File: src/hdl/dma_config.svh
`ifndef DMA_CONFIG_SVH
`define DMA_CONFIG_SVH

// outbound queue address width, 256 entries
`define DMA_FIFO_ADDR_BITS 8

// motor keeps spinning this many cycles after a type I/II command
`define DMA_MOTOR_TICKS 16'hffff

// start value of the floppy busy counter for self-timed commands
`define DMA_FDC_BUSY_TICKS 2

// parameter bytes following the acsi command byte
`define DMA_ACSI_PARMS 5

`endif
File: src/hdl/dma_pkg.sv
`default_nettype none

`include "dma_config.svh"

package dma_pkg;

	// register index inside one controller
	typedef logic [1:0] reg_sel_t;

	// floppy register file as seen by the io controller
	typedef struct packed {
		logic [7:0] cmd;
		logic [7:0] track;
		logic [7:0] sector;
		logic [7:0] data;
		logic busy;
	} fdc_state_t;

	// captured acsi command block
	typedef struct packed {
		logic [2:0] target;
		logic [4:0] cmd;
		logic [`DMA_ACSI_PARMS-1:0][7:0] parms;
		logic busy;
	} acsi_state_t;

	// queue word, select bits on top of the data byte
	typedef struct packed {
		reg_sel_t sel;
		logic [7:0] data;
	} acsi_word_t;

endpackage

`default_nettype wire

File: src/hdl/dev_bus_if.sv
`timescale 1ns/1ps
`default_nettype none

interface dev_bus_if;
	import dma_pkg::*;

	// strobes from the decoder, all single cycle
	logic wr;
	reg_sel_t reg_sel;
	logic [7:0] wdata;
	logic rd_status;
	logic io_done;

	// device side, rdata follows reg_sel without a clock
	logic irq;
	logic [7:0] rdata;

	modport host (
		output wr,
		output reg_sel,
		output wdata,
		output rd_status,
		output io_done,
		input  irq,
		input  rdata
	);

	modport dev (
		input  wr,
		input  reg_sel,
		input  wdata,
		input  rd_status,
		input  io_done,
		output irq,
		output rdata
	);

endinterface

`default_nettype wire

File: src/hdl/dma_top.sv
`timescale 1ns/1ps
`default_nettype none

module dma_top (
	input  wire        clk,
	input  wire        reset,
	input  wire [15:0] din,
	input  wire        sel,
	input  wire [2:0]  addr,
	input  wire        lds,
	input  wire        rw,
	output logic [15:0] dout,
	output logic       irq,
	output logic       br,
	input  wire        fdc_wr_prot,
	input  wire [4:0]  dio_idx,
	output logic [7:0] dio_data,
	input  wire        dio_ack,
	output logic       acsi_valid,
	input  wire        acsi_ready,
	output logic [9:0] acsi_data,
	input  wire        drv_side,
	input  wire [1:0]  drv_sel
);
	import dma_pkg::*;

	logic q_push;
	acsi_word_t q_word;
	logic [23:0] dma_base;
	logic [7:0] dma_scnt;
	fdc_state_t fdc_state;
	acsi_state_t acsi_state;

	// decoder to controller links
	dev_bus_if fdc_bus ();
	dev_bus_if acsi_bus ();

	dma_regs u_regs (
		.clk      (clk),
		.reset    (reset),
		.din      (din),
		.sel      (sel),
		.addr     (addr),
		.lds      (lds),
		.rw       (rw),
		.dout     (dout),
		.irq      (irq),
		.dio_ack  (dio_ack),
		.dma_base (dma_base),
		.dma_scnt (dma_scnt),
		.fdc      (fdc_bus.host),
		.acsi     (acsi_bus.host),
		.q_push   (q_push),
		.q_word   (q_word)
	);

	fdc_emul u_fdc (
		.clk         (clk),
		.reset       (reset),
		.fdc_wr_prot (fdc_wr_prot),
		.bus         (fdc_bus.dev),
		.state       (fdc_state)
	);

	acsi_cmd u_acsi (
		.clk   (clk),
		.reset (reset),
		.bus   (acsi_bus.dev),
		.br    (br),
		.state (acsi_state)
	);

	io_port u_io (
		.clk        (clk),
		.reset      (reset),
		.q_push     (q_push),
		.q_word     (q_word),
		.acsi_valid (acsi_valid),
		.acsi_ready (acsi_ready),
		.acsi_data  (acsi_data),
		.dio_idx    (dio_idx),
		.dio_data   (dio_data),
		.dma_base   (dma_base),
		.dma_scnt   (dma_scnt),
		.fdc        (fdc_state),
		.acsi       (acsi_state),
		.drv_side   (drv_side),
		.drv_sel    (drv_sel)
	);

endmodule

`default_nettype wire

File: src/hdl/io_port.sv
`timescale 1ns/1ps
`default_nettype none

`include "dma_config.svh"

module io_port (
	input  wire                  clk,
	input  wire                  reset,
	input  wire                  q_push,
	input  wire dma_pkg::acsi_word_t  q_word,
	output logic                 acsi_valid,
	input  wire                  acsi_ready,
	output logic [9:0]           acsi_data,
	input  wire [4:0]            dio_idx,
	output logic [7:0]           dio_data,
	input  wire [23:0]           dma_base,
	input  wire [7:0]            dma_scnt,
	input  wire dma_pkg::fdc_state_t  fdc,
	input  wire dma_pkg::acsi_state_t acsi,
	input  wire                  drv_side,
	input  wire [1:0]            drv_sel
);
	import dma_pkg::*;

	localparam int AW = `DMA_FIFO_ADDR_BITS;
	localparam int DEPTH = 1 << AW;
	// first parameter index in the status map
	localparam logic [4:0] PARM_BASE = 5'd10;

	acsi_word_t mem [DEPTH];
	logic [AW-1:0] wptr;
	logic [AW-1:0] rptr;
	logic full;
	logic pop;
	logic [4:0] parm_idx;

	assign acsi_valid = (wptr != rptr);
	assign full = ((wptr + AW'(1)) == rptr);
	assign pop = acsi_valid && acsi_ready;
	assign acsi_data = mem[rptr];

	always_ff @(posedge clk) begin
		if (q_push)
			mem[wptr] <= q_word;
	end

	always_ff @(posedge clk) begin
		if (reset) begin
			wptr <= '0;
			rptr <= '0;
		end else begin
			if (q_push)
				wptr <= wptr + AW'(1);
			// push into a full queue drops the oldest word
			if (pop || (q_push && full))
				rptr <= rptr + AW'(1);
		end
	end

	// indices below the base wrap to large values
	assign parm_idx = dio_idx - PARM_BASE;

	always_comb begin
		dio_data = 8'h00;
		case (dio_idx)
			5'd0: dio_data = dma_base[23:16];
			5'd1: dio_data = dma_base[15:8];
			5'd2: dio_data = dma_base[7:0];
			5'd3: dio_data = dma_scnt;
			5'd4: dio_data = fdc.cmd;
			5'd5: dio_data = fdc.track;
			5'd6: dio_data = fdc.sector;
			5'd7: dio_data = fdc.data;
			5'd8: dio_data = {3'b000, acsi.busy, drv_sel, drv_side, fdc.busy};
			5'd9: dio_data = {acsi.target, acsi.cmd};
			default: begin
				if (parm_idx < 5'(`DMA_ACSI_PARMS))
					dio_data = acsi.parms[parm_idx];
			end
		endcase
	end

	// stalled head word holds until taken, unless overflow discards it
	a_hold: assert property (@(posedge clk) disable iff (reset)
		(acsi_valid && !acsi_ready && !(q_push && full))
		|=> (acsi_valid && $stable(acsi_data)));

endmodule

`default_nettype wire

File: src/hdl/acsi_cmd.sv
`timescale 1ns/1ps
`default_nettype none

`include "dma_config.svh"

module acsi_cmd (
	input  wire                  clk,
	input  wire                  reset,
	dev_bus_if.dev               bus,
	output logic                 br,
	output dma_pkg::acsi_state_t state
);
	import dma_pkg::*;

	localparam int PARMS = `DMA_ACSI_PARMS;
	localparam int CNT_W = $clog2(PARMS + 1);
	// counter value meaning all parameters seen
	localparam logic [CNT_W-1:0] CNT_FULL = CNT_W'(PARMS);
	localparam logic [CNT_W-1:0] CNT_LAST = CNT_W'(PARMS - 1);

	logic [2:0] target;
	logic [4:0] cmd;
	logic [CNT_W-1:0] cnt;
	logic [PARMS-1:0][7:0] parms;
	logic busy;
	logic irq;
	logic parm_wr;

	// further bytes after the command, extras are ignored
	assign parm_wr = bus.wr && bus.reg_sel[0] && (cnt < CNT_FULL);

	// status is just the target, never busy to the cpu
	assign bus.rdata = {target, 5'b00000};
	assign bus.irq = irq;
	assign state = '{target: target, cmd: cmd, parms: parms, busy: busy};

	always_ff @(posedge clk) begin
		if (parm_wr)
			parms[cnt] <= bus.wdata;
	end

	always_ff @(posedge clk) begin
		if (reset) begin
			target <= '0;
			cmd <= '0;
			cnt <= '0;
			busy <= 1'b0;
			br <= 1'b0;
			irq <= 1'b0;
		end else begin
			if (bus.rd_status)
				irq <= 1'b0;
			// io controller done, give the bus back
			if (bus.io_done) begin
				br <= 1'b0;
				if (busy) begin
					irq <= 1'b1;
					busy <= 1'b0;
				end
			end
			if (bus.wr && !bus.reg_sel[0]) begin
				target <= bus.wdata[7:5];
				cmd <= bus.wdata[4:0];
				cnt <= '0;
				// only target 0 answers
				if (bus.wdata[7:5] == 3'd0)
					irq <= 1'b1;
			end
			if (parm_wr) begin
				cnt <= cnt + CNT_W'(1);
				if (target == 3'd0) begin
					// auto-ack until the last byte, which starts the transfer
					if (cnt < CNT_LAST) begin
						irq <= 1'b1;
					end else begin
						br <= 1'b1;
						busy <= 1'b1;
					end
				end
			end
		end
	end

	// bus is only held for a pending transfer
	a_br_busy: assert property (@(posedge clk) disable iff (reset) br |-> busy);

endmodule

`default_nettype wire

File: src/hdl/fdc_emul.sv
`timescale 1ns/1ps
`default_nettype none

`include "dma_config.svh"

module fdc_emul (
	input  wire                 clk,
	input  wire                 reset,
	input  wire                 fdc_wr_prot,
	dev_bus_if.dev              bus,
	output dma_pkg::fdc_state_t state
);
	import dma_pkg::*;

	// 3 parks the counter until the io controller acks
	localparam logic [1:0] BUSY_WAIT = 2'd3;
	localparam logic [1:0] BUSY_LAST = 2'd1;

	logic [7:0] cmd;
	logic [7:0] track;
	logic [7:0] sector;
	logic [7:0] data;
	logic [1:0] busy;
	logic step_dir;
	logic [15:0] motor;
	logic irq;
	logic cmd_wr;
	logic [7:0] status;

	assign cmd_wr = bus.wr && (bus.reg_sel == 2'd0);

	// motor, wp, track 0 for type I only, busy
	assign status = {motor != 16'd0, fdc_wr_prot, 3'b000,
		!cmd[7] && (track == 8'd0), 1'b0, busy != 2'd0};

	always_comb begin
		case (bus.reg_sel)
			2'd0: bus.rdata = status;
			2'd1: bus.rdata = track;
			2'd2: bus.rdata = sector;
			default: bus.rdata = data;
		endcase
	end

	assign bus.irq = irq;
	assign state = '{cmd: cmd, track: track, sector: sector, data: data,
		busy: busy != 2'd0};

	always_ff @(posedge clk) begin
		if (reset) begin
			cmd <= '0;
			track <= '0;
			sector <= '0;
			data <= '0;
			busy <= '0;
			step_dir <= 1'b0;
			motor <= '0;
			irq <= 1'b0;
		end else begin
			// self-timed countdown
			if ((busy != 2'd0) && (busy != BUSY_WAIT))
				busy <= busy - 2'd1;
			// sector data moved by the io controller
			if ((busy == BUSY_WAIT) && bus.io_done)
				busy <= BUSY_LAST;
			if (motor != 16'd0)
				motor <= motor - 16'd1;
			if (bus.rd_status)
				irq <= 1'b0;
			// end of busy phase
			if (busy == BUSY_LAST)
				irq <= 1'b1;

			if (bus.wr) begin
				case (bus.reg_sel)
					2'd0: begin
						cmd <= bus.wdata;
						busy <= 2'(`DMA_FDC_BUSY_TICKS);
						// type I and II spin up the motor
						if (!bus.wdata[7] || (bus.wdata[7:6] == 2'b10))
							motor <= `DMA_MOTOR_TICKS;
						case (bus.wdata[7:4])
							// restore
							4'b0000: track <= 8'd0;
							// seek to data register
							4'b0001: track <= data;
							// step, keeps last direction
							4'b0011: track <= step_dir ? track + 8'd1 : track - 8'd1;
							4'b0100: step_dir <= 1'b1;
							4'b0101: begin
								step_dir <= 1'b1;
								track <= track + 8'd1;
							end
							4'b0110: step_dir <= 1'b0;
							4'b0111: begin
								step_dir <= 1'b0;
								track <= track - 8'd1;
							end
							// read sector waits for data
							4'b1000, 4'b1001: busy <= BUSY_WAIT;
							// write sector, fails fast if protected
							4'b1010, 4'b1011: if (!fdc_wr_prot) busy <= BUSY_WAIT;
							// force interrupt
							4'b1101: busy <= BUSY_LAST;
							default: ;
						endcase
					end
					2'd1: track <= bus.wdata;
					2'd2: sector <= bus.wdata;
					default: data <= bus.wdata;
				endcase
			end
		end
	end

	// waiting only ends on io_done or a fresh command
	a_wait_hold: assert property (@(posedge clk) disable iff (reset)
		(busy == BUSY_WAIT && !bus.io_done && !cmd_wr) |=> (busy == BUSY_WAIT));

endmodule

`default_nettype wire

File: src/hdl/dma_regs.sv
`timescale 1ns/1ps
`default_nettype none

module dma_regs (
	input  wire                 clk,
	input  wire                 reset,
	input  wire [15:0]          din,
	input  wire                 sel,
	input  wire [2:0]           addr,
	input  wire                 lds,
	input  wire                 rw,
	output logic [15:0]         dout,
	output logic                irq,
	input  wire                 dio_ack,
	output logic [23:0]         dma_base,
	output logic [7:0]          dma_scnt,
	dev_bus_if.host             fdc,
	dev_bus_if.host             acsi,
	output logic                q_push,
	output dma_pkg::acsi_word_t q_word
);
	import dma_pkg::*;

	// bit 0 of the mode word has no function
	logic [4:1] mode;
	logic [23:0] base;
	logic [7:0] scnt;
	// two sync flops plus the edge register
	logic [2:0] ack_sh;
	logic io_done;
	logic wr_cycle;
	logic rd_cycle;
	logic dev_access;
	logic [15:0] dma_status;

	assign wr_cycle = sel && !rw;
	assign rd_cycle = sel && rw;
	// controller window is addr 2 with mode bit 4 clear
	assign dev_access = (addr == 3'h2) && !mode[4];

	// mode bit 3 picks floppy or acsi and bits 2..1 the register
	assign fdc.wr = wr_cycle && !lds && dev_access && !mode[3];
	assign acsi.wr = wr_cycle && !lds && dev_access && mode[3];
	assign fdc.reg_sel = mode[2:1];
	assign acsi.reg_sel = mode[2:1];
	assign fdc.wdata = din[7:0];
	assign acsi.wdata = din[7:0];

	// only register 0 is the floppy status
	assign fdc.rd_status = rd_cycle && dev_access && !mode[3] && (mode[2:1] == 2'b00);
	// any acsi read returns status
	assign acsi.rd_status = rd_cycle && dev_access && mode[3];

	// rising edge of the synchronized ack
	assign io_done = ack_sh[1] && !ack_sh[2];
	assign fdc.io_done = io_done;
	assign acsi.io_done = io_done;

	// every acsi byte goes out to the io controller
	assign q_push = acsi.wr;
	assign q_word = {mode[2:1], din[7:0]};

	assign irq = fdc.irq || acsi.irq;
	assign dma_base = base;
	assign dma_scnt = scnt;

	// bit 0 is dma ok and bit 1 sectors pending
	assign dma_status = {14'd0, scnt != 8'd0, 1'b1};

	always_ff @(posedge clk) begin
		if (reset) begin
			mode <= '0;
			base <= '0;
			scnt <= '0;
			ack_sh <= '0;
		end else begin
			ack_sh <= {ack_sh[1:0], dio_ack};
			// transfer finished so nothing left
			if (io_done)
				scnt <= '0;
			if (wr_cycle) begin
				// mode is a full word write
				if (addr == 3'h3)
					mode <= din[4:1];
				if (!lds) begin
					case (addr)
						3'h2: if (mode[4]) scnt <= din[7:0];
						3'h4: base[23:16] <= din[7:0];
						3'h5: base[15:8] <= din[7:0];
						3'h6: base[7:0] <= din[7:0];
						default: ;
					endcase
				end
			end
		end
	end

	// cpu read mux answers in the same cycle
	always_comb begin
		dout = 16'h0000;
		if (rd_cycle) begin
			case (addr)
				3'h2: begin
					if (mode[4])
						dout = {8'h00, scnt};
					else if (mode[3])
						dout = {8'h00, acsi.rdata};
					else
						dout = {8'h00, fdc.rdata};
				end
				3'h3: dout = dma_status;
				3'h4: dout = {8'h00, base[23:16]};
				3'h5: dout = {8'h00, base[15:8]};
				3'h6: dout = {8'h00, base[7:0]};
				default: dout = 16'h0000;
			endcase
		end
	end

	// sector count only moves on a count write or a finished transfer
	a_scnt_hold: assert property (@(posedge clk) disable iff (reset)
		(!io_done && !(wr_cycle && !lds && (addr == 3'h2) && mode[4])) |=> $stable(scnt));

endmodule

`default_nettype wire

File: config.mk
export PLATFORM = sky130hd
export DESIGN_NAME = dma_top
export DESIGN_NICKNAME = d
export VERILOG_FILES = /design/src/hdl/dma_pkg.sv /design/src/hdl/dev_bus_if.sv /design/src/hdl/dma_top.sv /design/src/hdl/io_port.sv /design/src/hdl/acsi_cmd.sv /design/src/hdl/fdc_emul.sv /design/src/hdl/dma_regs.sv
export VERILOG_INCLUDE_DIRS = /design/src /design/src/hdl
export SDC_FILE = /design/constraint.sdc
export NUM_CORES = 2
export LEC_CHECK = 0
export BUFFER_PORTS_ARGS = -buffer_cell sky130_fd_sc_hd__buf_2
export CAP_MARGIN = 25
export CORE_UTILIZATION = 30
export DETAILED_ROUTE_END_ITERATION = 12
export SLEW_MARGIN = 0
export SYNTH_ARGS = -nofsm -noshare
export SYNTH_HDL_FRONTEND = slang
export SYNTH_HIERARCHICAL = 1
export SYNTH_SLANG_ARGS = --single-unit
File: constraint.sdc
create_clock -name clk -period 4 [get_ports clk]
set_input_delay 0.2 -clock clk [delete_from_list [all_inputs] [get_ports clk]]
set_output_delay 0.2 -clock clk [all_outputs]
set_load 0.005 [all_outputs]
==> flow_metrics.py <==
metrics = {
    "sta": {
        "final.period_utilization": 1.04,
        "maxSlewViolCount": 0,
        "hold_viol_final": 0,
        "rsz0062_at_grt": "yes",
        "slew_headroom": 0.198,
        "fin_ws_ns": -0.176,
        "fin_crit_ns": 4.18,
        "fmax_mhz": 239,
        "setup_viol": 8,
        "fin_worst_skew_ns": 0.0889,
        "tightestPinTransition_ns": 1.20,
    },
    "route": {
        "drt_wl_total_mm": 290,
        "dr.max_layer_used": "met4",
        "ant_nets": 0,
        "wire_per_inst_um": 25.5,
        "dr_wl_met3_mm": 22.1,
        "drcViolationCount": 0,
        "drt-met1-wl_mm": 120,
        "viasPerCell": 5.15,
        "drtIter0Drc": 6788,
        "routed-wl-met2_mm": 140,
        "vias": 58731,
        "first_pass_iters": 6,
    },
    "finish": {
        "area_growth_pct": 20.6,
        "nNetsFinal": 6458,
        "fin_cells": 11396,
        "design_area_sq_um": 130000,
        "final_util": 0.363,
        "drive_gt1_frac": 0.301,
    },
    "clocking": {
        "cts_buffer_depth": 4,
        "clkTransAtPathRegs_ns": 0.06,
        "cts-root-buf": "clkbuf_16",
        "cts_sinks": 2729,
        "tritoncts.num_buffers": 301,
        "htreeDepth": 5,
        "clock_latency_ns": 0.94,
        "cts_tree": "built",
    },
    "logic_synthesis": {
        "syn_area_per_cell_sq_um": 19.2,
        "syn_inst": 5648,
        "syn_area_sq_um": 108000,
        "yosysWarnings": 6,
    },
    "floorplanning": {
        "die_w_um": 603,
        "pin_count": 72,
        "initial_core_util": 0.301,
        "num_rows": 220,
        "dieHeight_um": 603,
        "die-area_sq_um": 363000,
        "placeableCoreArea_sq_um": 359000,
    },
    "power": {
        "power_frac_clock": 0.453,
        "netSwitchingFraction": 0.197,
        "power_frac_comb": 0.020,
        "ir_drop_mv": 0.300,
        "power.density_nw_per_um2": 456,
        "total_power_w": 0.0595,
        "power_switching_w": 0.0117,
        "p_leak_nw": 41.6,
        "seqPwrFrac": 0.526,
        "p_int_w": 0.0478,
    },
    "place": {
        "dpl-instance-area_sq_um": 118000,
        "post-place-ws_ns": -0.173,
        "place_congestion": 0.863,
        "dp_hpwl_mm": 178,
        "dp.cells": 10725,
        "port_buffers": 55,
    },
    "setup_path": {
        "critPathMaxFanout": 11,
        "crit_path_start_kind": "flip-flop",
        "worstPathArrival_ns": 3.98,
        "required_ns": 3.80,
        "crit_type": "reg -> out",
        "cp-end-kind": "output pin",
    },
    "global_routing": {
        "grt_pass1_wl_mm": 417,
        "grt_use_total": 0.155,
        "grt_overflow": 0,
        "antenna_found_initial": 11,
        "grt_pass1_vias": 58451,
        "grt_max_degree": 193,
    },
    "outcome": {
        "violations": "negative setup slack",
        "status": "finished with violations",
    },
    "flow_run": {
        "maxCapViolCount": 0,
    },
    "worst_hold_path": {
        "min_path_type": "in -> reg",
    },
}
## registers in the layout (all words and copies together) (netlist names), named ones only
signal	flops
u_io/mem	2560
u_acsi/state	40
u_regs/dma_base	24
u_fdc/motor	16
u_fdc/cmd	8
u_fdc/data	8
u_fdc/sector	8
u_fdc/track	8
u_io/rptr	8
u_io/wptr	8
u_regs/dma_scnt	8
u_acsi/cmd	5
u_regs/mode	4
u_acsi/cnt	3
u_acsi/target	3
u_regs/ack_sh	3
u_fdc/busy	2
u_acsi/br	1
u_acsi/bus.irq	1
u_acsi/busy	1
u_fdc/bus.irq	1
u_fdc/step_dir	1
## area by class of cell
class / count / area [sq um]
antenna: 4 / 10.0
clock buffer: 381 / 8020
clock inverter: 135 / 1470
fill: 32938 / 228000
inverter: 26 / 97.6
multi-input combinational: 2511 / 26300
sequential: 2729 / 80700
tap: 4773 / 5970
timing repair buffer: 837 / 7970
## power groups by stage
stage,combinational [W],clock (W),sequential [W]
finish,0.00121,0.0270,0.0313
CTS,0.00118,0.0274,0.0313
detailed placement,0.00113,0,0.0319
global route,0.00132,0.0285,0.0313
floorplan,0.000724,0,0.0319
global placement,0.00108,0,0.0319
## worst max-delay path, stage by stage (launching register included)
cell	delay, ns
dfxtp_4	0.37
buf_12	0.14
buf_6	0.15
nand2b_4	0.22
buf_12	0.18
o221ai_2	0.18
buf_4	0.14
a21oi_1	0.06
nor3_2	0.37
buf_4	0.19
nor4_2	0.05
buf_4	0.19
nor4_4	0.58
buf_2	0.25
## placed cells by master (no fill, tap or decap), drive strengths merged, types with 9 or more instances in the layout
cell type,instances
a22oi,170
nor2,387
conb,13
nand3,57
inv,31
nand3b,10
xor2,22
mux2i,289
clkbuf,388
bufinv,31
mux2,30
a221oi,40
o21ai,58
buf,805
nand2b,24
and2,12
a211oi,21
nand2,159
dlygate4sd3,18
or3,13
and3,20
o221ai,70
xnor2,14
mux4,531
nor3,56
a21oi,185
nor4,37
a31oi,17
o22ai,59
clkinv,93
dfxtp,129
edfxtp,2600
a222oi,10
nor3b,12
a22o,33
ha,17
o31ai,9
nor2b,35
## through the flow
stage                     hold WS, ns  TNS [ns]
after floorplan                 0.269         0
after global placement          0.419    -0.198
after detailed placement        0.451    -0.173
after CTS                      0.0816     -1.95
after global routing            0.163     -1.48
final                           0.132    -0.711
## repair_timing
action	in CTS	in global routing
hold endpoints to repair	814	0
resized for setup	245	109
setup endpoints to repair	11	11
buffers inserted	60	63
pin swaps	43	43
cloned	15	6
hold buffers	18	0
## worst paths after layout
| check | to | cells after the start | start | slack (ns) |
|---|---|---|---|---|
| worst max-delay path | acsi_data[6] | 13 | flip-flop | -0.18 |
| worst min-delay path | flip-flop | 4 | acsi_ready | 0.13 |
| worst max register to register | u_io/mem[33][6]$_DFFE_PP_ | 6 | u_regs/mode[3]$_SDFFE_PP0P_ | 0.48 |
| worst min register to register | u_acsi/cmd[3]$_SDFFE_PP0N_ | 2 | u_acsi/cmd[3]$_SDFFE_PP0N_ | 0.47 |
## per-layer routing
metal / vias to the layer above / global-route usage
met5: - / 0
met4: 0 / 0.0488
met3: 431 / 0.0272
met2: 2490 / 0.253
met1: 31100 / 0.212
li1: 24710 / -
(Power assumes the default switching activity.)
